File: src/hdl/sine_table.hex
// offset-binary 12-bit sine, one sample per line, table index 0 to 63
800
8C9
98F
A52
B0F
BC5
C71
D13
DA7
E2E
EA6
F0D
F63
FA7
FD8
FF5
FFF
FF5
FD8
FA7
F63
F0D
EA6
E2E
DA7
D13
C71
BC5
B0F
A52
98F
8C9
800
737
671
5AE
4F1
43B
38F
2ED
259
1D2
15A
0F3
09D
059
028
00B
001
00B
028
059
09D
0F3
15A
1D2
259
2ED
38F
43B
4F1
5AE
671
737

File: src/hdl/modem_pkg.sv
`default_nettype none

package modem_pkg;

   // wave selector
   typedef logic [1:0] sig_sel_t;
   localparam sig_sel_t sig_sine   = 2'd0;
   localparam sig_sel_t sig_cosine = 2'd1;
   localparam sig_sel_t sig_saw    = 2'd2;
   localparam sig_sel_t sig_square = 2'd3;

   // modulation selector
   typedef logic [1:0] mod_sel_t;
   localparam mod_sel_t mod_ask  = 2'd0;
   localparam mod_sel_t mod_fsk  = 2'd1;
   localparam mod_sel_t mod_bpsk = 2'd2;
   localparam mod_sel_t mod_raw  = 2'd3;

   // register map, reg_select packs sig_sel in 1:0 and mod_sel in 3:2
   typedef logic [2:0] cfg_addr_t;
   localparam cfg_addr_t reg_carrier_inc   = 3'd0;
   localparam cfg_addr_t reg_mark_inc      = 3'd1;
   localparam cfg_addr_t reg_space_inc     = 3'd2;
   localparam cfg_addr_t reg_symbol_period = 3'd3;
   localparam cfg_addr_t reg_select        = 3'd4;

   // pn generator, x^5 + x^2 + 1
   localparam int lfsr_w = 5;
   localparam logic [lfsr_w-1:0] lfsr_seed = 5'b11111;
   localparam int lfsr_tap = 2;   // xor-ed with bit 0

   localparam int period_w = 32;
   localparam logic [period_w-1:0] symbol_period_reset = 32'd40;   // clocks per symbol

endpackage

`default_nettype wire

File: src/hdl/dds_pkg.sv
`default_nettype none

package dds_pkg;

   //////////////////////////////////////////////////////////////////////
   // sample and table geometry
   //////////////////////////////////////////////////////////////////////

   localparam int sample_w    = 12;
   localparam int phase_w     = 32;
   localparam int table_depth = 64;
   localparam int index_w     = 6;
   localparam int frac_w      = phase_w - index_w;

   // offset binary, midscale is zero
   typedef logic [sample_w-1:0] sample_t;

   localparam logic [index_w-1:0] quarter_turn = 6'd16;   // 90 degrees in table steps
   localparam sample_t sample_mid = 12'd2048;
   localparam sample_t sample_max = 12'd4095;

   // accumulator word, read raw or split into table index and fraction
   typedef union packed {
      logic [phase_w-1:0] raw;
      struct packed {
         logic [index_w-1:0] index;   // top bits address the sine table
         logic [frac_w-1:0]  frac;
      } fields;
   } phase_word_u;

   localparam string sine_table_file = "/design/src/hdl/sine_table.hex";

   //////////////////////////////////////////////////////////////////////
   // power-up increments
   //////////////////////////////////////////////////////////////////////

   localparam logic [phase_w-1:0] carrier_inc_reset = 32'd258;
   localparam logic [phase_w-1:0] mark_inc_reset    = 32'd1032;   // 4x carrier
   localparam logic [phase_w-1:0] space_inc_reset   = 32'd516;    // 2x carrier

endpackage

`default_nettype wire
File: src/hdl/dds_cfg_if.sv
`default_nettype none

interface dds_cfg_if
   import dds_pkg::*, modem_pkg::*;
();

   logic [phase_w-1:0]  carrier_inc;
   logic [phase_w-1:0]  mark_inc;     // fsk increment on 1-bits
   logic [phase_w-1:0]  space_inc;    // fsk increment on 0-bits
   logic [period_w-1:0] symbol_period;
   sig_sel_t            sig_sel;
   mod_sel_t            mod_sel;

   // register block side
   modport source (
      output carrier_inc, mark_inc, space_inc, symbol_period, sig_sel, mod_sel
   );

   // datapath side
   modport sink (
      input carrier_inc, mark_inc, space_inc, symbol_period, sig_sel, mod_sel
   );

endinterface

`default_nettype wire

File: src/hdl/dds_lab_top.sv
`default_nettype none

module dds_lab_top
   import dds_pkg::*, modem_pkg::*;
(
   input  logic        clk,
   input  logic        reset,
   input  logic        cfg_write,      // one-cycle strobe
   input  cfg_addr_t   cfg_addr,
   input  logic [31:0] cfg_data,
   output sample_t     wave_out,
   output sample_t     mod_out,
   output logic        pn_bit,
   output logic        symbol_tick
);

   sample_t sin_w;
   sample_t cos_w;
   sample_t saw_w;
   sample_t squ_w;

   dds_cfg_if cfg_bus ();

   dds_config i_dds_config (
      .clk       (clk),
      .reset     (reset),
      .cfg_write (cfg_write),
      .cfg_addr  (cfg_addr),
      .cfg_data  (cfg_data),
      .cfg       (cfg_bus.source)
   );

   // carrier and its derived waves
   wave_gen i_wave_gen (
      .clk     (clk),
      .reset   (reset),
      .cfg     (cfg_bus.sink),
      .sin_out (sin_w),
      .cos_out (cos_w),
      .saw_out (saw_w),
      .squ_out (squ_w)
   );

   pn_symbol_source i_pn_symbol_source (
      .clk         (clk),
      .reset       (reset),
      .cfg         (cfg_bus.sink),
      .symbol_tick (symbol_tick),
      .pn_bit      (pn_bit)
   );

   modulator i_modulator (
      .clk      (clk),
      .reset    (reset),
      .cfg      (cfg_bus.sink),
      .sin_in   (sin_w),
      .cos_in   (cos_w),
      .saw_in   (saw_w),
      .squ_in   (squ_w),
      .pn_bit   (pn_bit),
      .wave_out (wave_out),
      .mod_out  (mod_out)
   );

endmodule

`default_nettype wire

File: src/hdl/modulator.sv
`default_nettype none

module modulator
   import dds_pkg::*, modem_pkg::*;
(
   input  logic      clk,
   input  logic      reset,
   dds_cfg_if.sink   cfg,
   input  sample_t   sin_in,
   input  sample_t   cos_in,
   input  sample_t   saw_in,
   input  sample_t   squ_in,
   input  logic      pn_bit,
   output sample_t   wave_out,
   output sample_t   mod_out
);

   sample_t            sine_rom [table_depth];
   phase_word_u        fsk_phase;
   logic [index_w-1:0] fsk_index;
   sample_t            fsk_cos;
   sample_t            ask_wave;
   sample_t            bpsk_wave;
   sample_t            raw_wave;
   sample_t            sel_wave;
   sample_t            keyed_wave;

   initial
   begin
      $readmemh(sine_table_file, sine_rom);
   end

   //////////////////////////////////////////////////////////////////////
   // fsk channel
   //////////////////////////////////////////////////////////////////////

   assign fsk_index = fsk_phase.fields.index + quarter_turn;   // cosine tap

   always_ff @(posedge clk)
   begin
      if (reset)
      begin
         fsk_phase.raw <= '0;
         fsk_cos       <= '0;
      end
      else
      begin
         fsk_phase.raw <= fsk_phase.raw + (pn_bit ? cfg.mark_inc : cfg.space_inc);
         fsk_cos       <= sine_rom[fsk_index];
      end
   end

   // keyed versions of the carrier cosine
   assign ask_wave  = pn_bit ? cos_in : sample_mid;
   assign bpsk_wave = pn_bit ? cos_in : sample_max - cos_in;   // mirror about midscale
   assign raw_wave  = {sample_w{pn_bit}};

   always_comb
   begin
      case (cfg.sig_sel)
         sig_sine:   sel_wave = sin_in;
         sig_cosine: sel_wave = cos_in;
         sig_saw:    sel_wave = saw_in;
         sig_square: sel_wave = squ_in;
         default:    sel_wave = sin_in;
      endcase
      case (cfg.mod_sel)
         mod_ask:  keyed_wave = ask_wave;
         mod_fsk:  keyed_wave = fsk_cos;
         mod_bpsk: keyed_wave = bpsk_wave;
         mod_raw:  keyed_wave = raw_wave;
         default:  keyed_wave = ask_wave;
      endcase
   end

   // output stage
   always_ff @(posedge clk)
   begin
      if (reset)
      begin
         wave_out <= '0;
         mod_out  <= '0;
      end
      else
      begin
         wave_out <= sel_wave;
         mod_out  <= keyed_wave;
      end
   end

endmodule

`default_nettype wire

File: src/hdl/pn_symbol_source.sv
`default_nettype none

module pn_symbol_source
   import modem_pkg::*;
(
   input  logic      clk,
   input  logic      reset,
   dds_cfg_if.sink   cfg,
   output logic      symbol_tick,
   output logic      pn_bit
);

   logic [period_w-1:0] count;
   logic [lfsr_w-1:0]   lfsr;
   logic                last_count;

   // >= so a shortened period never lets the count run past it
   assign last_count = (count >= cfg.symbol_period - 1'b1);

   always_ff @(posedge clk)
   begin
      if (reset)
      begin
         count       <= '0;
         symbol_tick <= 1'b0;
         lfsr        <= lfsr_seed;
      end
      else
      begin
         symbol_tick <= last_count;
         if (last_count)
         begin
            count <= '0;
            // shift toward bit 0, feedback into the top
            lfsr  <= {lfsr[0] ^ lfsr[lfsr_tap], lfsr[lfsr_w-1:1]};
         end
         else
         begin
            count <= count + 1'b1;
         end
      end
   end

   assign pn_bit = lfsr[0];

endmodule

`default_nettype wire

File: src/hdl/wave_gen.sv
`default_nettype none

module wave_gen
   import dds_pkg::*;
(
   input  logic      clk,
   input  logic      reset,
   dds_cfg_if.sink   cfg,
   output sample_t   sin_out,
   output sample_t   cos_out,
   output sample_t   saw_out,
   output sample_t   squ_out
);

   sample_t            sine_rom [table_depth];
   phase_word_u        phase;
   logic [index_w-1:0] cos_index;

   initial
   begin
      $readmemh(sine_table_file, sine_rom);
   end

   // wraps modulo 64 through the index width
   assign cos_index = phase.fields.index + quarter_turn;

   //////////////////////////////////////////////////////////////////////
   // carrier phase accumulator
   //////////////////////////////////////////////////////////////////////

   always_ff @(posedge clk)
   begin
      if (reset)
         phase.raw <= '0;
      else
         phase.raw <= phase.raw + cfg.carrier_inc;   // new increment applies at once
   end

   //////////////////////////////////////////////////////////////////////
   // sample registers, one cycle behind the phase
   //////////////////////////////////////////////////////////////////////

   always_ff @(posedge clk)
   begin
      if (reset)
      begin
         sin_out <= '0;
         cos_out <= '0;
         saw_out <= '0;
         squ_out <= '0;
      end
      else
      begin
         sin_out <= sine_rom[phase.fields.index];
         cos_out <= sine_rom[cos_index];
         saw_out <= phase.raw[phase_w-1 -: sample_w];   // ramp from the top bits
         // high for the first half turn
         squ_out <= phase.raw[phase_w-1] ? sample_t'(0) : sample_max;
      end
   end

endmodule

`default_nettype wire

File: src/hdl/dds_config.sv
`default_nettype none

module dds_config
   import dds_pkg::*, modem_pkg::*;
(
   input  logic             clk,
   input  logic             reset,
   input  logic             cfg_write,
   input  cfg_addr_t        cfg_addr,
   input  logic [31:0]      cfg_data,
   dds_cfg_if.source        cfg
);

   //////////////////////////////////////////////////////////////////////
   // host write port, value visible the cycle after the strobe
   //////////////////////////////////////////////////////////////////////

   always_ff @(posedge clk)
   begin
      if (reset)
      begin
         cfg.carrier_inc   <= carrier_inc_reset;
         cfg.mark_inc      <= mark_inc_reset;
         cfg.space_inc     <= space_inc_reset;
         cfg.symbol_period <= symbol_period_reset;
         cfg.sig_sel       <= sig_sine;
         cfg.mod_sel       <= mod_ask;
      end
      else if (cfg_write)
      begin
         case (cfg_addr)
            reg_carrier_inc:   cfg.carrier_inc   <= cfg_data;
            reg_mark_inc:      cfg.mark_inc      <= cfg_data;
            reg_space_inc:     cfg.space_inc     <= cfg_data;
            reg_symbol_period: cfg.symbol_period <= cfg_data;
            reg_select:
            begin
               cfg.sig_sel <= cfg_data[1:0];
               cfg.mod_sel <= cfg_data[3:2];   // upper bits not stored
            end
            default:
            begin
               // addresses 5 to 7 unmapped
            end
         endcase
      end
   end

endmodule

`default_nettype wire

File: config.mk
export PLATFORM = sky130hd
export DESIGN_NAME = dds_lab_top
export DESIGN_NICKNAME = d
export VERILOG_FILES = /design/src/hdl/modem_pkg.sv /design/src/hdl/dds_pkg.sv /design/src/hdl/dds_cfg_if.sv /design/src/hdl/dds_lab_top.sv /design/src/hdl/modulator.sv /design/src/hdl/pn_symbol_source.sv /design/src/hdl/wave_gen.sv /design/src/hdl/dds_config.sv
export SDC_FILE = /design/constraint.sdc
export NUM_CORES = 1
export LEC_CHECK = 0
export BUFFER_PORTS_ARGS = -buffer_cell sky130_fd_sc_hd__buf_2
export CORE_ASPECT_RATIO = 1.5
export CORE_MARGIN = 4
export CORE_UTILIZATION = 50
export CTS_BUF_LIST = sky130_fd_sc_hd__clkbuf_4 sky130_fd_sc_hd__clkbuf_8
export DETAILED_ROUTE_END_ITERATION = 10
export HOLD_SLACK_MARGIN = 0.06
export PLACE_DENSITY_LB_ADDON = 0.05
export SETUP_SLACK_MARGIN = 0.1
export SKIP_CTS_REPAIR_TIMING = 1
export SYNTH_ARGS = -nofsm -noshare
export SYNTH_HDL_FRONTEND = slang
export SYNTH_HIERARCHICAL = 1
export SYNTH_SLANG_ARGS = --single-unit
File: constraint.sdc
create_clock -name clk -period 10.7 [get_ports clk]
set_input_delay 0 -clock clk [delete_from_list [all_inputs] [get_ports clk]]
set_output_delay 0 -clock clk [all_outputs]
set_load 0.005 [all_outputs]
# == After elaboration in Yosys (flattened, before gate mapping) ==
# Cells that the tools add are included.
# classes
reduce_logical,7
n_addsub,4
eq_ne,8
n_mux,5
magnitude_cmp,1
n_bitwise,1
# op_table
op,n
$pmux W12 S4,2
$mux W12,3
$add A32 B1 Y32 const B,1
$add A32 B32 Y32,1
$ge A32 B32 Y1,1
$sub A32 B1 Y32 const B,1
$sub A12 B12 Y12 const A,1
$eq A2 B2 Y1 const B,4
$reduce_and A2 Y1,3
$eq A2 B1 Y1 const B,2
$logic_not A2 Y1,2
$eq A3 B2 Y1 const B,1
$eq A3 B3 Y1 const B,1
$logic_not A3 Y1,1
$reduce_or A2 Y1,1
$xor A1 B1 Y1,1
# totals
out_inout_bits,26
reg_bits,222
input_bits,38
elab_cells,41

# == Logic depth before layout (Yosys ltp) ==
# Gate-level depths: netlist of run 1.
# depth
depth_word,3
depth_mapped,16
ltp_nobuf,15

# == Hierarchy ==
# Netlist of run 1, hierarchy kept.
# modules_own_cells
mod,area_each_um2,cells_each,seq_area_each_um2,n_inst
dds_config,5266.3,479,2642.5,1
wave_gen,3179.3,380,900.9,1
pn_symbol_source,2808.9,337,760.7,1
modulator,1302.5,122,480.5,1

# == Worst setup path after synthesis of run 1 ==
# No wires, ideal clock.
# synth_path
kind,register to register
start,register i_dds_config.cfg.symbol_period[3]
end,register i_pn_symbol_source.lfsr[0]
arrival_time_ns,3.545
path_slack_ns,7.083
setup_time_ns,0.072
period_less_slack_ns,3.617
n_path_buf,1
path_stages_with_launch,13
required_ns,10.628
cell_sequence,dfxtp_1 or4_1 nor4_2 nand2_1 nor4_4 xnor2_1 ha_1 and4_1 a221o_1 a2111oi_0 and2_1 buf_2 mux2i_1
# synth_via
elab_chain_len,2
# synth_lines
element,line,rtl
"start, declared",dds_cfg_if.sv:16,"output carrier_inc, mark_inc, space_inc, symbol_period, sig_sel, mod_sel"
"start signal, assigned",dds_config.sv:25,cfg.symbol_period <= symbol_period_reset;
"start signal, assigned",dds_config.sv:35,reg_symbol_period: cfg.symbol_period <= cfg_data;
$sub A32 B1 Y32,pn_symbol_source.sv:18,assign last_count = (count >= cfg.symbol_period - 1'b1);
$ge A32 B32 Y1,pn_symbol_source.sv:18,
"end signal, assigned",pn_symbol_source.sv:26,lfsr <= lfsr_seed;
"end signal, assigned",pn_symbol_source.sv:35,"lfsr <= {lfsr[0] ^ lfsr[lfsr_tap], lfsr[lfsr_w-1:1]};"
"end, declared",pn_symbol_source.sv:14,logic [lfsr_w-1:0] lfsr;
# No other way between the ends.
# A chain may end at the register's enable or synchronous reset.

# == Worst setup path after layout of run 1 ==
# layout_path
start,register i_dds_config.cfg.symbol_period[3]
end,register i_pn_symbol_source.count[29]
# layout_via
elab_chain_len,3
# layout_lines
element,line,rtl
$sub A32 B1 Y32,pn_symbol_source.sv:18,
$ge A32 B32 Y1,pn_symbol_source.sv:18,
$reduce_or A2 Y1 (no source line),-,
"end signal, assigned",pn_symbol_source.sv:39,count <= count + 1'b1;
"end, declared",pn_symbol_source.sv:13,logic [period_w-1:0] count;
# No other way between the ends.

==> run_results.csv, run 1 <==
group,metric,value,unit
run_status,status,"complete, no violations",
finish,register_area,3500,sq um
clocking,path_clk_slew,0.09,ns
detailed_routing,vias_per_cell,5.20,
timing,fin_ws,5.83,ns
clocking,clock_path_buffers,2,
setup_path,cp_max_fo,31,
finish,area_growth_syn_to_layout,9.53,%
pwr,ir_drop,0.0606,mV
detailed_routing,wl_met2,11.1,mm
setup_path,slowest_stage,"nand3_1",
detailed_routing,wl_per_cell,15.4,um
finish,nets,1280,
synthesis,synthesis.yosys.warnings,6,
detailed_routing,wl_met1,10.0,mm
clocking,cts.sinks,175,
min_path,hp-class,"in2reg",
detailed_routing,routed_wl,22.1,mm
floorplanning,die_w,124,um
synthesis,synth_area,10100,sq um
clocking,cts_root_buffer,"clkbuf_8",
finish,antennaDiodeCount,0,
pwr,p_leak,0.00485,uW
setup_path,cpPeakStageDelay,0.98,ns
setup_path,end_kind,"flop",
floorplanning,core_area,19900,sq um
floorplanning,ios,64,
timing,period_share,45.5,%
setup_path,reg2reg_depth,11,
detailed_routing,drt_first_iter_violations,277,
grt,grt.overflow.total,0,
placed_design,post-place-ws,5.77,ns
min_path,hold_depth,2,
grt,antenna_found_initial,0,
floorplanning,die_h,182,um
grt,first_global_vias,7234,
placed_design,dp_hpwl,16.3,mm
timing,post-route-min-period,4.87,ns
clocking,cts_buffers,17,
finish,multi_input_area,6090,sq um
placed_design,io_buffers,63,
clocking,htree_levels,4,
pwr,finalPower,1330,uW
setup_path,critPathArrivalTime,5.23,ns
detailed_routing,drc,0,
clocking,clk_latency,0.46,ns
timing,tns,0,ns
placed_design,dp_cells,1373,
timing,fmax,0.205,GHz
timing,final_max_slew_viol_count,0,
detailed_routing,dr_total_vias,7466,
pwr,p_per_area,120,nW/um^2
finish,final_cells,1436,
detailed_routing,ant_nets,0,
setup_path,path_cells,"or4_1, nor4_2, nand2_1, nor4_4, xnor2_1, ha_1, and4_1, a221o_1, a2111oi_0, nand3_1, nor2b_1",
timing,finalClockSkew,0.0132,ns
setup_path,critPathKind,"reg2reg",
timing,hold_ws,0.0962,ns
floorplanning,start_util,51.0,%
timing,setup-violations-final,0,
placed_design,place_congestion,0.885,
grt,grt_pass1_wl,36.1,mm
grt,grt_usage,19.5,%
clocking,tritoncts,"built",
synthesis,syn-instance-count,1107,
grt,grt_max_degree,90,
timing,relSlewSlack,21.5,%
setup_path,cp-start-kind,"flop",
detailed_routing,dr.pass1.iters,4,
detailed_routing,wl_met3,449,um
timing,tightest_slew,1.17,ns
finish,layout-drive-gt1-share,9.95,%
floorplanning,die_area,22700,sq um
floorplanning,num_rows,63,
finish,fillers,1888,
setup_path,worstPathRequired,11.07,ns
job,drv_cap,0,
timing,grt_setup_unrepaired,"no",
timing,hold_viol,0,
detailed_routing,highest_layer,"met4",
synthesis,syn_avg_cell_area,9.15,sq um
## sequential cells by signal (all words and copies together), names as in the netlist
signal	cells
i_pn_symbol_source/symbol_tick	1
i_wave_gen/phase	32
i_modulator/wave_out	12
i_wave_gen/saw_out	12
i_pn_symbol_source/lfsr	5
i_dds_config/cfg.symbol_period	32
i_dds_config/cfg.carrier_inc	32
i_wave_gen/squ_out	1
i_dds_config/cfg.sig_sel	2
i_modulator/mod_out	12
i_dds_config/cfg.mod_sel	2
i_pn_symbol_source/count	32
## critical path: cells and delay by family, from the launching register on
family / cells / cell delay, ns
AND/OR/NAND/NOR: 7 / 3.04
AO/OA/AOI/OAI: 2 / 0.96
flip-flops: 1 / 0.35
adder cells (fa/ha/maj): 1 / 0.26
XOR/XNOR: 1 / 0.17
## layer usage
metal	vias up	GRT usage, %
met5	-	0
met4	0	6.58
met3	31	2.87
met2	79	34.3
met1	3447	24.4
li1	3909	-
## final cells by class
class	count	area share [%]
multi-input combinational	850	54.9
sequential	175	31.6
tap	260	2.93
timing repair buffer	99	6.02
clock buffer	18	2.18
clock inverter	13	1.70
inverter	21	0.710
## metrics by stage
stage          instance area (sq um)  util (%)
3_3_place_gp                   10300      52.1
2_1_floorplan                  10200         -
3_5_place_dp                   10300      52.1
6_report                       11100      55.9
4_1_cts                        10800      54.3
5_1_grt                        11100      55.9
## cells in the final DEF (no fill, tap or decap), types with 25 or more instances in the layout
| cell type | instances |
|---|---|
| xor2_1 | 34 |
| nand3_1 | 25 |
| dfxtp_1 | 175 |
| nor2_1 | 111 |
| nand2b_1 | 103 |
| dlygate4sd3_1 | 32 |
| a21oi_1 | 42 |
| xnor2_1 | 45 |
| o21ai_0 | 28 |
| mux2i_1 | 108 |
| ha_1 | 77 |
| nand2_1 | 50 |
| buf_2 | 62 |
## path summary, 6_finish.rpt
check / to / startpoint / slack (ns)
worst max register to register: i_pn_symbol_source/count[29] / i_dds_config/cfg.symbol_period[3] / 5.83
worst max-delay path: i_pn_symbol_source/count[29] / i_dds_config/cfg.symbol_period[3] / 5.83
worst min register to register: i_wave_gen/squ_out[10] / i_wave_gen/phase[31] / 0.46
worst min-delay path: i_pn_symbol_source/symbol_tick / reset / 0.1
## power breakdown
part	switching (uW)	internal, uW	total [uW]
Sequential	12.6	673	685
Combinational	76.2	67.9	144
Clock	243	257	499
Note: power is estimated with default switching activity, not from simulation.
==> inputs of run 2 (changes only) <==
--- a/config.mk
+++ b/config.mk
@@ -5,6 +5,7 @@
 export SDC_FILE = /design/constraint.sdc
 export NUM_CORES = 1
 export LEC_CHECK = 0
+export ABC_AREA = 1
 export BUFFER_PORTS_ARGS = -buffer_cell sky130_fd_sc_hd__buf_2
 export CORE_ASPECT_RATIO = 1.5
 export CORE_MARGIN = 4
==> constraint.sdc (replaced) <==
create_clock -name clk -period 4.85 [get_ports clk]
set_input_delay 0 -clock clk [delete_from_list [all_inputs] [get_ports clk]]
set_output_delay 0 -clock clk [all_outputs]
set_load 0.005 [all_outputs]
==> run 2 against run 1 <==
Net effect: worst hold slack improved by 0.020 ns; register-to-register slack got worse by 4.6 ns; worst setup slack got worse by 4.6 ns; core utilization decreased by 1.3 points; routed wire length increased by 33%; first-iteration DRC count increased by 120%; critical endpoint is now i_pn_symbol_source/count[4]; largest cell class unchanged; sequential share of layout area decreased by 3.6 points; power increased by 130%; cell count increased by 47%; synthesized area increased by 15%.
==> run_results.csv, run 2 <==
group,metric,value,unit
run_status,status,"complete, no violations",
detailed_routing,drt_first_iter_violations,611,
floorplanning,start_util,50.5,%
finish,nets,1938,
setup_path,cp_max_fo,32,
floorplanning,die_area,25800,sq um
clocking,cts.sinks,175,
clocking,path_clk_slew,0.10,ns
detailed_routing,vias_per_cell,4.95,
grt,first_global_vias,10017,
grt,grt_pass1_wl,48.4,mm
synthesis,synth_area,11600,sq um
clocking,htree_levels,4,
pwr,p_leak,0.00633,uW
grt,antenna_found_initial,0,
synthesis,syn_avg_cell_area,6.56,sq um
synthesis,synthesis.yosys.warnings,6,
detailed_routing,routed_wl,29.5,mm
clocking,cts_root_buffer,"clkbuf_8",
floorplanning,die_w,132,um
setup_path,critPathKind,"reg2reg",
grt,grt_max_degree,69,
detailed_routing,wl_met2,15.1,mm
timing,final_max_slew_viol_count,0,
finish,layout-drive-gt1-share,10.8,%
placed_design,dp_hpwl,23.0,mm
timing,relSlewSlack,16.3,%
timing,fmax,0.278,GHz
setup_path,cpMostUsedCell,"nand3_1",
finish,most-common-layout-cells,"437 x nand2_1, 306 x nor2_1, 225 x inv_1",
clocking,tritoncts,"built",
finish,area_growth_syn_to_layout,7.94,%
setup_path,path_cells,"inv_1, ha_1, nand3_1, nor2_2, nand3_1, nor3_1, nand2_1, xor2_1, ha_1, nand2_1, o21bai_1, nand3_1, a21oi_4, nand3_2, nor2_1",
finish,fillers,2362,
placed_design,place_congestion,0.926,
pwr,p_per_area,239,nW/um^2
timing,finalClockSkew,0.0137,ns
min_path,hold_start,"cfg_write",
timing,post-route-min-period,3.59,ns
detailed_routing,dr_total_vias,10471,
timing,grt_setup_unrepaired,"no",
detailed_routing,ant_nets,0,
setup_path,r2r_start,"i_dds_config/cfg.symbol_period[0]",
setup_path,cpPeakStageDelay,0.58,ns
detailed_routing,drc,0,
setup_path,startpoint,"i_dds_config/cfg.symbol_period[0]",
placed_design,io_buffers,63,
finish,final_common_cell,"nand2_1",
finish,design_area,12500,sq um
job,drv_cap,0,
floorplanning,die_h,195,um
timing,hold_ws,0.116,ns
finish,utilization,54.5,%
clocking,cts_buffers,17,
clocking,clk_latency,0.47,ns
floorplanning,num_rows,68,
grt,grt_usage,23.1,%
floorplanning,ios,64,
finish,antennaDiodeCount,0,
timing,hold_viol,0,
min_path,hp-class,"in2reg",
detailed_routing,wl_per_cell,13.9,um
synthesis,syn-instance-count,1769,
timing,setup-violations-final,0,
timing,tns,0,ns
pwr,finalPower,3000,uW
setup_path,cp-start-kind,"flop",
clocking,clock_path_buffers,2,
detailed_routing,wl_met3,711,um
setup_path,critPathArrivalTime,3.97,ns
grt,grt.overflow.total,0,
setup_path,slowest_stage,"nand3_2",
pwr,ir_drop,0.163,mV
setup_path,worstPathRequired,5.23,ns
timing,period_share,74.0,%
detailed_routing,wl_met1,12.4,mm
timing,tightest_slew,1.25,ns
placed_design,placed_area,11800,sq um
detailed_routing,highest_layer,"met4",
floorplanning,core_area,23000,sq um
setup_path,end_kind,"flop",
detailed_routing,dr.pass1.iters,5,
## run 2: worst max-delay path, delay by kind of cell, from the launching register on
| family | cells | cell delay [ns] |
|---|---|---|
| simple gates | 9 | 2.03 |
| fa+ha+maj | 2 | 0.47 |
| compound gates | 2 | 0.37 |
| flops | 1 | 0.32 |
| xor+xnor | 1 | 0.18 |
| buf+inv | 1 | 0.11 |
## run 2: report_power, final
| group | total, uW | switching (uW) | internal (uW) |
|---|---|---|---|
| Sequential | 1540 | 43.1 | 1490 |
| Combinational | 416 | 257 | 159 |
| Clock | 1040 | 557 | 486 |
| Total | 3000 | 857 | 2140 |
## run 2: worst paths after layout
check	slack, ns	end	depth (start not counted)
worst min-delay path	0.12	i_dds_config/cfg.mod_sel[0]	5
worst max-delay path	1.26	i_pn_symbol_source/count[4]	15
worst max register to register	1.26	i_pn_symbol_source/count[4]	15
worst min register to register	0.43	i_wave_gen/saw_out[4]	2
## run 2: cell type report
cell class                      instances  area (sq um)  area share [%]
Sequential cell                       175          3500            28.0
Timing Repair Buffer                   99           668            5.33
Multi-Input combinational cell       1287          6690            53.4
Clock buffer                           20           263            2.10
Tap cell                              280           350            2.80
Clock inverter                         12           133            1.06
Inverter                              242           916            7.31
## run 2: routing by layer
metal / track usage (%) / vias up
met5: 0 / -
li1: - / 5533
met1: 26.8 / 4682
met2: 42.3 / 187
met4: 9.40 / 0
met3: 3.13 / 69
## run 2: through the flow
| stage | cells | setup slack, ns |
|---|---|---|
| CTS | 2082 | 1.22 |
| global route | 2115 | 0.857 |
| detailed placement | 2050 | 1.25 |
| finish | 2115 | 1.26 |
| global placement | 2050 | 1.36 |
| floorplan | 1792 | 2.26 |
